## src/verilog/id_pkg.sv

```systemverilog
// Decode stage types
// ALU operator, operand selects and the control word handed out by the decoder

`default_nettype none

package id_pkg;

  //////////////////////////////////////////////////////////////////////
  // ALU and operand selects
  //////////////////////////////////////////////////////////////////////

  // Zero encodings double as the decoder defaults
  typedef enum logic [3:0] {
    ALU_ADD,
    ALU_SUB,
    ALU_XOR,
    ALU_OR,
    ALU_AND,
    ALU_SLL,
    ALU_SRL,
    ALU_SRA,
    ALU_SLT,
    ALU_SLTU,
    ALU_EQ,
    ALU_NE,
    ALU_LT,
    ALU_GE,
    ALU_LTU,
    ALU_GEU
  } alu_op_e;

  typedef enum logic [1:0] {
    OP_A_REG_A,
    OP_A_FWD,
    OP_A_CURRPC,
    OP_A_ZERO
  } op_a_sel_e;

  typedef enum logic [2:0] {
    IMM_B_I,
    IMM_B_S,
    IMM_B_B,
    IMM_B_U,
    IMM_B_J,
    IMM_B_INCR_PC,
    IMM_B_INCR_ADDR
  } imm_b_sel_e;

  typedef enum logic {
    OP_B_REG_B,
    OP_B_IMM
  } op_b_sel_e;

  //////////////////////////////////////////////////////////////////////
  // Control words
  //////////////////////////////////////////////////////////////////////

  // Data type 00 word, 01 half, 10 byte
  typedef struct packed {
    logic       req;
    logic       we;
    logic [1:0] data_type;
    logic       sign_ext;
  } lsu_ctrl_t;

  typedef struct packed {
    alu_op_e    alu_op;
    op_a_sel_e  op_a_sel;
    op_b_sel_e  op_b_sel;
    imm_b_sel_e imm_b_sel;
    logic       rf_we;
    logic       branch;
    logic       jump;
    lsu_ctrl_t  lsu;
  } dec_ctrl_t;

endpackage

`default_nettype wire

```

## src/verilog/isa_pkg.sv

```systemverilog
// RV32I instruction set definitions
// Major opcodes, funct3/funct7 codes and the two views of one instruction word

`default_nettype none

package isa_pkg;

  // Machine word and register index widths
  localparam int unsigned XLEN       = 32;
  localparam int unsigned REG_ADDR_W = 5;

  //////////////////////////////////////////////////////////////////////
  // Major opcodes
  //////////////////////////////////////////////////////////////////////

  typedef enum logic [6:0] {
    OPC_LOAD   = 7'h03,
    OPC_OP_IMM = 7'h13,
    OPC_AUIPC  = 7'h17,
    OPC_STORE  = 7'h23,
    OPC_OP     = 7'h33,
    OPC_LUI    = 7'h37,
    OPC_BRANCH = 7'h63,
    OPC_JALR   = 7'h67,
    OPC_JAL    = 7'h6f
  } opcode_e;

  // Register and immediate ALU functions
  localparam logic [2:0] F3_ADD  = 3'b000;
  localparam logic [2:0] F3_SLL  = 3'b001;
  localparam logic [2:0] F3_SLT  = 3'b010;
  localparam logic [2:0] F3_SLTU = 3'b011;
  localparam logic [2:0] F3_XOR  = 3'b100;
  localparam logic [2:0] F3_SR   = 3'b101;
  localparam logic [2:0] F3_OR   = 3'b110;
  localparam logic [2:0] F3_AND  = 3'b111;

  // Branch conditions
  localparam logic [2:0] F3_BEQ  = 3'b000;
  localparam logic [2:0] F3_BNE  = 3'b001;
  localparam logic [2:0] F3_BLT  = 3'b100;
  localparam logic [2:0] F3_BGE  = 3'b101;
  localparam logic [2:0] F3_BLTU = 3'b110;
  localparam logic [2:0] F3_BGEU = 3'b111;

  // Load and store widths, bit 2 marks the unsigned loads
  localparam logic [2:0] F3_B    = 3'b000;
  localparam logic [2:0] F3_H    = 3'b001;
  localparam logic [2:0] F3_W    = 3'b010;
  localparam logic [2:0] F3_BU   = 3'b100;
  localparam logic [2:0] F3_HU   = 3'b101;

  // funct7 for the base ops and for SUB/SRA
  localparam logic [6:0] F7_BASE = 7'h00;
  localparam logic [6:0] F7_ALT  = 7'h20;

  //////////////////////////////////////////////////////////////////////
  // Instruction word views
  //////////////////////////////////////////////////////////////////////

  typedef struct packed {
    logic [6:0]            funct7;
    logic [REG_ADDR_W-1:0] rs2;
    logic [REG_ADDR_W-1:0] rs1;
    logic [2:0]            funct3;
    logic [REG_ADDR_W-1:0] rd;
    opcode_e               opcode;
  } instr_r_t;

  typedef struct packed {
    logic [11:0]           imm;
    logic [REG_ADDR_W-1:0] rs1;
    logic [2:0]            funct3;
    logic [REG_ADDR_W-1:0] rd;
    opcode_e               opcode;
  } instr_i_t;

  // Decoder reads the register view, operand builder the immediate and raw views
  typedef union packed {
    instr_r_t         r;
    instr_i_t         i;
    logic [XLEN-1:0]  raw;
  } instr_u;

endpackage

`default_nettype wire
```

## src/verilog/id_stage.sv

```systemverilog
// RV32I decode stage top level
// Joins the decoder, the operand builder and the stage sequencer

`timescale 1ns/1ps
`default_nettype none

module id_stage #(
  parameter bit RV32E = 1'b0
) (
  input  logic                                clk_i,
  input  logic                                rst_ni,
  input  logic                                instr_valid_i,
  input  isa_pkg::instr_u                     instr_i,
  input  logic [isa_pkg::XLEN-1:0]            pc_i,
  input  logic [isa_pkg::XLEN-1:0]            rf_rdata_a_i,
  input  logic [isa_pkg::XLEN-1:0]            rf_rdata_b_i,
  input  logic                                branch_decision_i,
  input  logic                                lsu_resp_valid_i,
  input  logic                                lsu_addr_incr_req_i,
  input  logic [isa_pkg::XLEN-1:0]            lsu_addr_last_i,
  output id_pkg::alu_op_e                     alu_operator_o,
  output logic [isa_pkg::XLEN-1:0]            alu_operand_a_o,
  output logic [isa_pkg::XLEN-1:0]            alu_operand_b_o,
  output id_pkg::lsu_ctrl_t                   lsu_o,
  output logic [isa_pkg::XLEN-1:0]            lsu_wdata_o,
  output logic [isa_pkg::REG_ADDR_W-1:0]      rf_raddr_a_o,
  output logic [isa_pkg::REG_ADDR_W-1:0]      rf_raddr_b_o,
  output logic                                rf_ren_a_o,
  output logic                                rf_ren_b_o,
  output logic [isa_pkg::REG_ADDR_W-1:0]      rf_waddr_o,
  output logic                                rf_we_o,
  output logic                                branch_set_o,
  output logic                                jump_set_o,
  output logic                                illegal_insn_o,
  output logic                                instr_done_o
);

  import id_pkg::*;

  dec_ctrl_t dec_ctrl;
  logic      illegal_dec;
  logic      rf_ren_a_dec;
  logic      rf_ren_b_dec;
  logic      lsu_req;

  //////////////////////////////////////////////////////////////////////
  // Decode
  //////////////////////////////////////////////////////////////////////

  id_decoder #(
    .RV32E (RV32E)
  ) i_decoder (
    .instr_i      (instr_i),
    .ctrl_o       (dec_ctrl),
    .rf_raddr_a_o (rf_raddr_a_o),
    .rf_raddr_b_o (rf_raddr_b_o),
    .rf_waddr_o   (rf_waddr_o),
    .rf_ren_a_o   (rf_ren_a_dec),
    .rf_ren_b_o   (rf_ren_b_dec),
    .illegal_o    (illegal_dec)
  );

  // Legality is folded in by the decoder, validity here
  assign rf_ren_a_o     = instr_valid_i & rf_ren_a_dec;
  assign rf_ren_b_o     = instr_valid_i & rf_ren_b_dec;
  assign illegal_insn_o = instr_valid_i & illegal_dec;

  //////////////////////////////////////////////////////////////////////
  // Operands
  //////////////////////////////////////////////////////////////////////

  id_operands i_operands (
    .clk_i               (clk_i),
    .instr_valid_i       (instr_valid_i),
    .instr_i             (instr_i),
    .ctrl_i              (dec_ctrl),
    .pc_i                (pc_i),
    .rf_rdata_a_i        (rf_rdata_a_i),
    .rf_rdata_b_i        (rf_rdata_b_i),
    .lsu_addr_last_i     (lsu_addr_last_i),
    .lsu_addr_incr_req_i (lsu_addr_incr_req_i),
    .alu_operand_a_o     (alu_operand_a_o),
    .alu_operand_b_o     (alu_operand_b_o)
  );

  assign alu_operator_o = dec_ctrl.alu_op;

  //////////////////////////////////////////////////////////////////////
  // Sequencing and LSU request
  //////////////////////////////////////////////////////////////////////

  id_sequencer i_sequencer (
    .clk_i             (clk_i),
    .rst_ni            (rst_ni),
    .instr_valid_i     (instr_valid_i),
    .illegal_i         (illegal_dec),
    .ctrl_i            (dec_ctrl),
    .branch_decision_i (branch_decision_i),
    .lsu_resp_valid_i  (lsu_resp_valid_i),
    .lsu_req_o         (lsu_req),
    .branch_set_o      (branch_set_o),
    .jump_set_o        (jump_set_o),
    .rf_we_o           (rf_we_o),
    .instr_done_o      (instr_done_o)
  );

  // Request comes from the sequencer, the access fields from the decoder
  always_comb begin
    lsu_o     = dec_ctrl.lsu;
    lsu_o.req = lsu_req;
  end

  // Store data is rs2 straight from the register file
  assign lsu_wdata_o = rf_rdata_b_i;

endmodule

`default_nettype wire

```

## src/verilog/id_sequencer.sv

```systemverilog
// Decode stage sequencer
// Two-state FSM that stalls taken branches, jumps and memory accesses and
// produces the set pulses, the LSU request and the done strobe

`timescale 1ns/1ps
`default_nettype none

module id_sequencer (
  input  logic              clk_i,
  input  logic              rst_ni,
  input  logic              instr_valid_i,
  input  logic              illegal_i,
  input  id_pkg::dec_ctrl_t ctrl_i,
  input  logic              branch_decision_i,
  input  logic              lsu_resp_valid_i,
  output logic              lsu_req_o,
  output logic              branch_set_o,
  output logic              jump_set_o,
  output logic              rf_we_o,
  output logic              instr_done_o
);

  import id_pkg::*;

  typedef enum logic {
    FIRST_CYCLE,
    MULTI_CYCLE
  } seq_state_e;

  seq_state_e state_q;
  seq_state_e state_d;
  logic       first_cycle;
  logic       branch_set_q;
  logic       branch_set_d;
  logic       stall_mem;
  logic       stall_branch;
  logic       stall_jump;
  logic       stall;

  assign first_cycle = instr_valid_i & (state_q == FIRST_CYCLE);

  //////////////////////////////////////////////////////////////////////
  // Next state
  //////////////////////////////////////////////////////////////////////

  always_comb begin
    state_d      = state_q;
    stall_branch = 1'b0;
    stall_jump   = 1'b0;
    branch_set_d = 1'b0;
    jump_set_o   = 1'b0;

    if (instr_valid_i) begin
      unique case (state_q)
        FIRST_CYCLE: begin
          if (ctrl_i.lsu.req) begin
            state_d = MULTI_CYCLE;
          end else if (ctrl_i.branch) begin
            // Not-taken branch finishes right away
            state_d      = branch_decision_i ? MULTI_CYCLE : FIRST_CYCLE;
            stall_branch = branch_decision_i;
            branch_set_d = branch_decision_i;
          end else if (ctrl_i.jump) begin
            state_d    = MULTI_CYCLE;
            stall_jump = 1'b1;
            jump_set_o = 1'b1;
          end
        end
        // Branch and jump end here, memory ops wait for the response
        default: state_d = stall_mem ? MULTI_CYCLE : FIRST_CYCLE;
      endcase
    end
  end

  always_ff @(posedge clk_i or negedge rst_ni) begin
    if (!rst_ni) begin
      state_q      <= FIRST_CYCLE;
      branch_set_q <= 1'b0;
    end else begin
      // Branch set goes out one cycle after the decision
      branch_set_q <= branch_set_d;
      if (instr_valid_i) begin
        state_q <= state_d;
      end
    end
  end

  //////////////////////////////////////////////////////////////////////
  // Stalls and gated outputs
  //////////////////////////////////////////////////////////////////////

  // Memory ops always stall the request cycle, then until the response
  assign stall_mem = instr_valid_i & ctrl_i.lsu.req & (~lsu_resp_valid_i | first_cycle);
  assign stall     = stall_mem | stall_branch | stall_jump;

  assign instr_done_o = instr_valid_i & ~stall;
  assign lsu_req_o    = ctrl_i.lsu.req & first_cycle;
  assign branch_set_o = branch_set_q;
  assign rf_we_o      = instr_done_o & ctrl_i.rf_we & ~illegal_i;

  // Decoder flags at most one multicycle kind
  seq_kind_onehot_a: assert property (@(posedge clk_i) disable iff (!rst_ni)
      $onehot0({ctrl_i.branch, ctrl_i.jump, ctrl_i.lsu.req}));

  seq_multi_stalls_a: assert property (@(posedge clk_i) disable iff (!rst_ni)
      instr_valid_i && state_q == FIRST_CYCLE && state_d == MULTI_CYCLE |-> stall);

  // Illegal words finish in their first cycle
  seq_illegal_no_stall_a: assert property (@(posedge clk_i) disable iff (!rst_ni)
      instr_valid_i && illegal_i |-> !stall);

endmodule

`default_nettype wire

```

## src/verilog/id_operands.sv

```systemverilog
// ALU operand builder
// Sign-extends the immediates and muxes operands A and B, with the
// second-address override for misaligned loads and stores

`timescale 1ns/1ps
`default_nettype none

module id_operands (
  input  logic                      clk_i,
  input  logic                      instr_valid_i,
  input  isa_pkg::instr_u           instr_i,
  input  id_pkg::dec_ctrl_t         ctrl_i,
  input  logic [isa_pkg::XLEN-1:0]  pc_i,
  input  logic [isa_pkg::XLEN-1:0]  rf_rdata_a_i,
  input  logic [isa_pkg::XLEN-1:0]  rf_rdata_b_i,
  input  logic [isa_pkg::XLEN-1:0]  lsu_addr_last_i,
  input  logic                      lsu_addr_incr_req_i,
  output logic [isa_pkg::XLEN-1:0]  alu_operand_a_o,
  output logic [isa_pkg::XLEN-1:0]  alu_operand_b_o
);

  import isa_pkg::*;
  import id_pkg::*;

  logic [XLEN-1:0] imm_i_type;
  logic [XLEN-1:0] imm_s_type;
  logic [XLEN-1:0] imm_b_type;
  logic [XLEN-1:0] imm_u_type;
  logic [XLEN-1:0] imm_j_type;
  logic [XLEN-1:0] imm_b;
  op_a_sel_e       op_a_sel;
  op_b_sel_e       op_b_sel;
  imm_b_sel_e      imm_b_sel;

  //////////////////////////////////////////////////////////////////////
  // Immediates
  //////////////////////////////////////////////////////////////////////

  assign imm_i_type = {{20{instr_i.i.imm[11]}}, instr_i.i.imm};
  // S, B, U and J fields are scattered over the raw word
  assign imm_s_type = {{20{instr_i.raw[31]}}, instr_i.raw[31:25], instr_i.raw[11:7]};
  assign imm_b_type = {{19{instr_i.raw[31]}}, instr_i.raw[31], instr_i.raw[7],
                       instr_i.raw[30:25], instr_i.raw[11:8], 1'b0};
  assign imm_u_type = {instr_i.raw[31:12], 12'b0};
  assign imm_j_type = {{12{instr_i.raw[31]}}, instr_i.raw[19:12], instr_i.raw[20],
                       instr_i.raw[30:21], 1'b0};

  // Misaligned second access adds 4 to the last LSU address
  assign op_a_sel  = lsu_addr_incr_req_i ? OP_A_FWD        : ctrl_i.op_a_sel;
  assign op_b_sel  = lsu_addr_incr_req_i ? OP_B_IMM        : ctrl_i.op_b_sel;
  assign imm_b_sel = lsu_addr_incr_req_i ? IMM_B_INCR_ADDR : ctrl_i.imm_b_sel;

  //////////////////////////////////////////////////////////////////////
  // Operand muxes
  //////////////////////////////////////////////////////////////////////

  always_comb begin
    unique case (op_a_sel)
      OP_A_REG_A:  alu_operand_a_o = rf_rdata_a_i;
      OP_A_FWD:    alu_operand_a_o = lsu_addr_last_i;
      OP_A_CURRPC: alu_operand_a_o = pc_i;
      default:     alu_operand_a_o = '0;
    endcase
  end

  // No compressed instructions so both increments are a full word
  always_comb begin
    unique case (imm_b_sel)
      IMM_B_I:         imm_b = imm_i_type;
      IMM_B_S:         imm_b = imm_s_type;
      IMM_B_B:         imm_b = imm_b_type;
      IMM_B_U:         imm_b = imm_u_type;
      IMM_B_J:         imm_b = imm_j_type;
      IMM_B_INCR_PC:   imm_b = 32'h4;
      IMM_B_INCR_ADDR: imm_b = 32'h4;
      default:         imm_b = 32'h4;
    endcase
  end

  assign alu_operand_b_o = (op_b_sel == OP_B_IMM) ? imm_b : rf_rdata_b_i;

  // Decoder output after the override must name a real immediate
  imm_b_sel_legal_a: assert property (@(posedge clk_i) instr_valid_i |->
      imm_b_sel inside {IMM_B_I, IMM_B_S, IMM_B_B, IMM_B_U, IMM_B_J,
                        IMM_B_INCR_PC, IMM_B_INCR_ADDR});

endmodule

`default_nettype wire

```

## src/verilog/id_decoder.sv

```systemverilog
// RV32I instruction decoder
// Turns one instruction word into the control word, register addresses and
// an illegal flag, with the RV32E register limit as an option

`timescale 1ns/1ps
`default_nettype none

module id_decoder #(
  parameter bit RV32E = 1'b0
) (
  input  isa_pkg::instr_u                     instr_i,
  output id_pkg::dec_ctrl_t                   ctrl_o,
  output logic [isa_pkg::REG_ADDR_W-1:0]      rf_raddr_a_o,
  output logic [isa_pkg::REG_ADDR_W-1:0]      rf_raddr_b_o,
  output logic [isa_pkg::REG_ADDR_W-1:0]      rf_waddr_o,
  output logic                                rf_ren_a_o,
  output logic                                rf_ren_b_o,
  output logic                                illegal_o
);

  import isa_pkg::*;
  import id_pkg::*;

  dec_ctrl_t  ctrl;
  logic       ren_a;
  logic       ren_b;
  logic       illegal_enc;
  logic       illegal_reg;
  logic       alt;
  logic       f7_ok;
  logic [2:0] f3;
  logic [1:0] mem_type;

  assign f3    = instr_i.r.funct3;
  // funct7 of 0x20 selects SUB and SRA
  assign alt   = instr_i.r.funct7 == F7_ALT;
  assign f7_ok = (instr_i.r.funct7 == F7_BASE) | alt;

  // Byte, half and word map to 10, 01 and 00
  assign mem_type = {~f3[1] & ~f3[0], f3[0]};

  //////////////////////////////////////////////////////////////////////
  // Opcode decode
  //////////////////////////////////////////////////////////////////////

  always_comb begin
    // All-zero word is ADD on register operands with nothing enabled
    ctrl        = '0;
    ren_a       = 1'b0;
    ren_b       = 1'b0;
    illegal_enc = 1'b0;

    unique case (instr_i.r.opcode)
      OPC_OP, OPC_OP_IMM: begin
        ctrl.rf_we = 1'b1;
        ren_a      = 1'b1;
        unique case (f3)
          F3_ADD:  ctrl.alu_op = (instr_i.r.opcode == OPC_OP && alt) ? ALU_SUB : ALU_ADD;
          F3_SLL:  ctrl.alu_op = ALU_SLL;
          F3_SLT:  ctrl.alu_op = ALU_SLT;
          F3_SLTU: ctrl.alu_op = ALU_SLTU;
          F3_XOR:  ctrl.alu_op = ALU_XOR;
          F3_SR:   ctrl.alu_op = alt ? ALU_SRA : ALU_SRL;
          F3_OR:   ctrl.alu_op = ALU_OR;
          default: ctrl.alu_op = ALU_AND;
        endcase
        if (instr_i.r.opcode == OPC_OP) begin
          ren_b = 1'b1;
          // Only ADD and the right shift have an alternate form
          illegal_enc = ~f7_ok | (alt & (f3 != F3_ADD) & (f3 != F3_SR));
        end else begin
          ctrl.op_b_sel  = OP_B_IMM;
          ctrl.imm_b_sel = IMM_B_I;
          // Shift immediates keep funct7 in the upper bits
          if (f3 == F3_SLL) begin
            illegal_enc = instr_i.r.funct7 != F7_BASE;
          end else if (f3 == F3_SR) begin
            illegal_enc = ~f7_ok;
          end
        end
      end

      OPC_LUI, OPC_AUIPC: begin
        ctrl.rf_we     = 1'b1;
        ctrl.op_a_sel  = (instr_i.r.opcode == OPC_LUI) ? OP_A_ZERO : OP_A_CURRPC;
        ctrl.op_b_sel  = OP_B_IMM;
        ctrl.imm_b_sel = IMM_B_U;
      end

      OPC_LOAD: begin
        ctrl.rf_we              = 1'b1;
        ctrl.op_b_sel           = OP_B_IMM;
        ctrl.lsu.req            = 1'b1;
        ctrl.lsu.data_type      = mem_type;
        ctrl.lsu.sign_ext       = ~f3[2];
        ren_a                   = 1'b1;
        illegal_enc = !(f3 inside {F3_B, F3_H, F3_W, F3_BU, F3_HU});
      end

      OPC_STORE: begin
        ctrl.op_b_sel      = OP_B_IMM;
        ctrl.imm_b_sel     = IMM_B_S;
        ctrl.lsu.req       = 1'b1;
        ctrl.lsu.we        = 1'b1;
        ctrl.lsu.data_type = mem_type;
        ren_a              = 1'b1;
        ren_b              = 1'b1;
        illegal_enc        = !(f3 inside {F3_B, F3_H, F3_W});
      end

      OPC_BRANCH: begin
        // ALU adds PC and offset, the comparison travels as the operator
        ctrl.branch    = 1'b1;
        ctrl.op_a_sel  = OP_A_CURRPC;
        ctrl.op_b_sel  = OP_B_IMM;
        ctrl.imm_b_sel = IMM_B_B;
        ren_a          = 1'b1;
        ren_b          = 1'b1;
        unique case (f3)
          F3_BEQ:  ctrl.alu_op = ALU_EQ;
          F3_BNE:  ctrl.alu_op = ALU_NE;
          F3_BLT:  ctrl.alu_op = ALU_LT;
          F3_BGE:  ctrl.alu_op = ALU_GE;
          F3_BLTU: ctrl.alu_op = ALU_LTU;
          F3_BGEU: ctrl.alu_op = ALU_GEU;
          default: illegal_enc = 1'b1;
        endcase
      end

      OPC_JAL: begin
        ctrl.jump      = 1'b1;
        ctrl.rf_we     = 1'b1;
        ctrl.op_a_sel  = OP_A_CURRPC;
        ctrl.op_b_sel  = OP_B_IMM;
        ctrl.imm_b_sel = IMM_B_J;
      end

      OPC_JALR: begin
        ctrl.jump     = 1'b1;
        ctrl.rf_we    = 1'b1;
        ctrl.op_b_sel = OP_B_IMM;
        ren_a         = 1'b1;
        illegal_enc   = f3 != 3'b000;
      end

      default: illegal_enc = 1'b1;
    endcase
  end

  //////////////////////////////////////////////////////////////////////
  // Legality and outputs
  //////////////////////////////////////////////////////////////////////

  // x16 to x31 do not exist on RV32E
  assign illegal_reg = RV32E & ((ren_a & instr_i.r.rs1[REG_ADDR_W-1]) |
                                (ren_b & instr_i.r.rs2[REG_ADDR_W-1]) |
                                (ctrl.rf_we & instr_i.r.rd[REG_ADDR_W-1]));

  assign illegal_o = illegal_enc | illegal_reg;

  // Illegal words never start a branch, jump or memory access
  always_comb begin
    ctrl_o         = ctrl;
    ctrl_o.branch  = ctrl.branch & ~illegal_o;
    ctrl_o.jump    = ctrl.jump & ~illegal_o;
    ctrl_o.lsu.req = ctrl.lsu.req & ~illegal_o;
  end

  assign rf_raddr_a_o = instr_i.r.rs1;
  assign rf_raddr_b_o = instr_i.r.rs2;
  assign rf_waddr_o   = instr_i.r.rd;
  assign rf_ren_a_o   = ren_a & ~illegal_o;
  assign rf_ren_b_o   = ren_b & ~illegal_o;

endmodule

`default_nettype wire

```

## config.mk

```make
export PLATFORM = sky130hd
export DESIGN_NAME = id_stage
export DESIGN_NICKNAME = d
export VERILOG_FILES = /design/src/verilog/id_pkg.sv /design/src/verilog/isa_pkg.sv /design/src/verilog/id_stage.sv /design/src/verilog/id_sequencer.sv /design/src/verilog/id_operands.sv /design/src/verilog/id_decoder.sv
export SDC_FILE = /design/constraint.sdc
export NUM_CORES = 1
export LEC_CHECK = 0
export BUFFER_PORTS_ARGS = -buffer_cell sky130_fd_sc_hd__clkbuf_2
export CORE_AREA = 5 5 111 113
export CTS_BUF_LIST = sky130_fd_sc_hd__clkbuf_8
export CTS_CLUSTER_DIAMETER = 50
export DETAILED_ROUTE_END_ITERATION = 10
export DIE_AREA = 0 0 116 118
export PLACE_DENSITY_LB_ADDON = 0.15
export SLEW_MARGIN = 20
export SYNTH_ARGS = -nofsm -noshare
export SYNTH_HDL_FRONTEND = slang
export SYNTH_SLANG_ARGS = --single-unit
```

## constraint.sdc

```tcl
create_clock -name clk_i -period 2 [get_ports clk_i]
set_input_delay 0.2 -clock clk_i [delete_from_list [all_inputs] [get_ports clk_i]]
set_output_delay 0.2 -clock clk_i [all_outputs]
set_load 0.05 [all_outputs]
```

==> flow_summary.html <==
<table>
<tr><th>Metric</th><th>Value</th></tr>
<tr><th colspan="2">STA</th></tr>
<tr><td>Setup repair after global routing missed its margin</td><td>true</td></tr>
<tr><td>Setup violation total in the final timing report</td><td>9</td></tr>
<tr><td>Relative max-transition margin</td><td>between 60 and 70%</td></tr>
<tr><td>Setup Skew</td><td>around 0.0044 ns</td></tr>
<tr><td>Max-slew violation count</td><td>0</td></tr>
<tr><td>Maximum achievable frequency</td><td>about 480 MHz</td></tr>
<tr><td>Post-layout min period</td><td>roughly 2.1 ns</td></tr>
<tr><td>Post-route clock period utilization</td><td>104%</td></tr>
<tr><td>Worst-Margin Slew</td><td>around 0.45 ns</td></tr>
<tr><td>Least setup slack across all paths after layout</td><td>-0.0861 ns</td></tr>
<tr><td>Hold violation total from the final report</td><td>0</td></tr>
<tr><th colspan="2">Worst hold path</th></tr>
<tr><td>Worst hold path class</td><td>in2reg</td></tr>
<tr><th colspan="2">Critical path</th></tr>
<tr><td>Arr. time, crit path</td><td>1.89 ns</td></tr>
<tr><td>CP max stage cell</td><td>or4_4</td></tr>
<tr><td>WP buf/inv</td><td>3</td></tr>
<tr><td>Type of origin of the critical path</td><td>input port</td></tr>
<tr><td>Largest fanout on the critical path</td><td>5</td></tr>
<tr><td>Critical Path Most Common Cell</td><td>buf_6</td></tr>
<tr><td>Biggest cell delay along the critical path</td><td>between 0.5 and 0.6 ns</td></tr>
<tr><td>Ordered cell list for the critical path</td><td>buf_6 &gt; or4_4 &gt; nor3_4 &gt; a211oi_2 &gt; nand2b_4 &gt; buf_6 &gt; nor4_4 &gt; buf_12</td></tr>
<tr><td>CP delay by family, top</td><td>simple AND/OR/NAND/NOR gates</td></tr>
<tr><td>Endpoint type of the worst setup path</td><td>output port</td></tr>
<tr><td>Required time reported for the critical path endpoint</td><td>between 1.5 and 2 ns</td></tr>
<tr><td>Setup Crit Path Kind</td><td>in2out</td></tr>
<tr><th colspan="2">Final layout</th></tr>
<tr><td>Area overhead of the layout relative to synthesis</td><td>165%</td></tr>
<tr><td>Antenna cells</td><td>0</td></tr>
<tr><td>Final non-filler cell area</td><td>around 0.0061 sq mm</td></tr>
<tr><td>Final Util</td><td>between 50 and 60%</td></tr>
<tr><td>Fraction of final layout cells sized beyond drive strength 1</td><td>72.0%</td></tr>
<tr><td>Fin cells</td><td>a little under 800</td></tr>
<tr><td>Nets</td><td>821</td></tr>
<tr><th colspan="2">Routing</th></tr>
<tr><td>Sum of routed wire length over all layers</td><td>approximately 15 mm</td></tr>
<tr><td>Via count</td><td>slightly below 4000</td></tr>
<tr><td>Number of remaining DRC errors</td><td>0</td></tr>
<tr><td>Mean routed wirelength per cell</td><td>between 15 and 20 um</td></tr>
<tr><td>Final antenna-violating net count</td><td>0</td></tr>
<tr><td>Number of iterations in the first detailed-routing pass</td><td>4</td></tr>
<tr><td>Drt initial violations</td><td>about 150</td></tr>
<tr><td>Vias per std cell</td><td>~5</td></tr>
<tr><th colspan="2">Clocking</th></tr>
<tr><td>Clock-pin slew reported for the worst setup and hold paths after clock tree synthesis</td><td>around 0.030 ns</td></tr>
<tr><td>Clock network latency to the later pin of the worst-skew pair</td><td>~0.21 ns</td></tr>
<tr><td>Clock tree root driver cell</td><td>clkbuf_8</td></tr>
<tr><td>Maximum buffer depth of the clock tree</td><td>2</td></tr>
<tr><td>Inserted Clock Buffers</td><td>3</td></tr>
<tr><td>Max H-tree Level</td><td>1</td></tr>
<tr><td>CTS tree</td><td>done</td></tr>
<tr><td>Number of clock sinks</td><td>2</td></tr>
<tr><th colspan="2">Logic synthesis</th></tr>
<tr><td>Largest cells by area after synthesis</td><td>buf_4 (18%), a21o_1 (15%), a22o_1 (12%)</td></tr>
<tr><td>Count of mapped cells out of synthesis</td><td>~350</td></tr>
<tr><td>Mean instance size in the synthesized netlist</td><td>6.69 sq um</td></tr>
<tr><td>Top FF cell, synth</td><td>dfrtp_1</td></tr>
<tr><td>Most repeated cell in the gate-level netlist after synthesis</td><td>buf_4</td></tr>
<tr><td>Net count of the mapped netlist</td><td>roughly 500</td></tr>
<tr><td>Sequential fraction of the synthesis area</td><td>2.16%</td></tr>
<tr><td>Most area-hungry cell type in the Yosys netlist</td><td>buf_4</td></tr>
<tr><td>Number of warnings printed during yosys synthesis</td><td>0</td></tr>
<tr><td>Top cell types by occurrence after synthesis</td><td>buf_4 (57), a21o_1 (45), nand2_1 (38)</td></tr>
<tr><td>Netlist area before placement</td><td>about 0.0023 sq mm</td></tr>
<tr><td>Share of synthesized flip-flops with an asynchronous set or reset</td><td>100%</td></tr>
<tr><td>Share of the synthesized area in the top cell type</td><td>18.5%</td></tr>
<tr><td>Unique cell type count in the Yosys netlist</td><td>53</td></tr>
<tr><td>Total of flip-flops plus latches after synthesis</td><td>2</td></tr>
<tr><td>Number of synthesized flops with an enable pin</td><td>0</td></tr>
<tr><th colspan="2">Global routing</th></tr>
<tr><td>Via count of the first global-routing pass</td><td>~4000</td></tr>
<tr><td>Initial antenna violation count</td><td>0</td></tr>
<tr><td>Maximum number of pins on one net before global-route repair</td><td>a little under 60</td></tr>
<tr><td>Global Route Usage Sum</td><td>between 10% and 20%</td></tr>
<tr><td>Overall overflow remaining after global route</td><td>0</td></tr>
<tr><td>Global-route wire length before repair</td><td>between 20 and 25 mm</td></tr>
<tr><th colspan="2">Pwr</th></tr>
<tr><td>Power density normalized to cell area</td><td>roughly 360 mW/mm^2</td></tr>
<tr><td>Leakage dissipation</td><td>roughly 3.1 nW</td></tr>
<tr><td>VDD IR-drop max</td><td>0.459 mV</td></tr>
<tr><th colspan="2">Outcome</th></tr>
<tr><td>Violated checks</td><td>negative setup slack</td></tr>
<tr><td>Run status</td><td>finished with violations</td></tr>
<tr><th colspan="2">Die</th></tr>
<tr><td>Die outline area</td><td>about 0.014 sq mm</td></tr>
<tr><td>Core area</td><td>around 0.011 sq mm</td></tr>
<tr><td>Die height</td><td>118 um</td></tr>
<tr><td>I/O pin count</td><td>~290</td></tr>
<tr><td>Chip Width</td><td>approximately 120 um</td></tr>
<tr><td>Num rows</td><td>39</td></tr>
<tr><td>Initial core utilization</td><td>between 20 and 25%</td></tr>
<tr><th colspan="2">Place</th></tr>
<tr><td>Total instance count after detailed placement</td><td>768</td></tr>
<tr><td>Count of buffers inserted at the top-level ports</td><td>a little under 300</td></tr>
<tr><td>Placement-stage cell area</td><td>a little over 0.005 sq mm</td></tr>
<tr><td>Worst-case setup slack after placement</td><td>-0.255 ns</td></tr>
<tr><td>Final weighted congestion in routability-driven placement</td><td>0.858</td></tr>
<tr><td>DP HPWL</td><td>approximately 12 mm</td></tr>
<tr><th colspan="2">Job</th></tr>
<tr><td>Maximum Capacitance Violations</td><td>0</td></tr>
</table>
## layout make-up
class | instances | area, sq um
Fill cell | 1027 | 5100
Timing Repair Buffer | 382 | 3490
Multi-Input combinational cell | 263 | 2360
Tap cell | 143 | 179
Sequential cell | 2 | 50.0
Clock buffer | 3 | 41.3
Inverter | 3 | 11.3
## report_power, final
group	internal, mW	leakage (nW)	switching [mW]
clock network	0.127	0.0216	0.0304
logic	0.903	3.06	1.13
registers	0.0409	0.0279	0.000152
## stage by stage
| step | TNS (ns) | hold slack [ns] | power, mW |
|---|---|---|---|
| 6_report | -0.347 | 0.271 | 2.23 |
| 2_1_floorplan | -0.830 | -0.0956 | 1.06 |
| 5_1_grt | -2.12 | 0.311 | 2.33 |
| 3_3_place_gp | -3.54 | -0.0136 | 1.80 |
| 4_1_cts | -0.384 | 0.260 | 2.10 |
| 3_5_place_dp | -5.35 | -0.0125 | 1.81 |
## metal layers
metal / GRT usage (%) / share of wire, %
met1: 23.6 / 38
met2: 35.5 / 52
met3: 3.50 / 7.6
met4: 3.92 / 1.9
met5: 0 / 0
## cells by family (layout without fill, tap and decap cells)
logic type                count (synthesis)  in the layout  synth area share (%)
buffers and inverters                    81            388                  23.3
muxes                                     2              2                 0.919
xor gates and xnor gates                  2              2                 0.757
AOI/OAI and AO/OA                       139            139                  46.3
DFF                                       2              2                  2.16
and+or+nand+nor                         120            120                  26.6
## worst paths after layout
path / start / to / slack (ns) / cells past startpoint
worst max-delay path: instr_i[25] / jump_set_o / -0.09 / 8
worst min-delay path: branch_decision_i / i_sequencer.branch_set_o / 0.27 / 3
worst max register to register: i_sequencer.state_q / i_sequencer.state_q / 0.73 / 3
worst min register to register: i_sequencer.state_q / i_sequencer.state_q / 0.72 / 1
max in group asynchronous: rst_ni / i_sequencer.branch_set_o / 1.57 / 2
min in group asynchronous: rst_ni / i_sequencer.state_q / 0.33 / 2
## sequential cells by signal, summed over array words and instances (netlist names)
register and count:
i_sequencer.state_q 1, i_sequencer.branch_set_o 1
## layout by cell type (no fill, tap or decap), drive strengths merged, types with 6 or more instances in the layout
master,count
a211oi,21
a21o,45
a22o,32
buf,160
clkbuf,224
nand2,38
nand3,6
nor2,26
nor3,18
o21ai,12
## worst register-to-register path, cell delays in order, from the launching register on
cell       delay (ns)
dfrtp_1          0.45
o21a_1           0.16
a2111oi_0        0.37
mux2_2           0.23
## what timing repair did
item | 4_1_cts | 5_1_grt
endpoints found under the setup margin | 69 | 63
hold buffers | 1 | 0
buffers inserted | 12 | 13
gates cloned | 2 | 5
pin swaps | 19 | 56
endpoints found under the hold margin | 2 | 0
resized for setup | 81 | 86
Note: power is estimated with default switching activity, not from simulation.
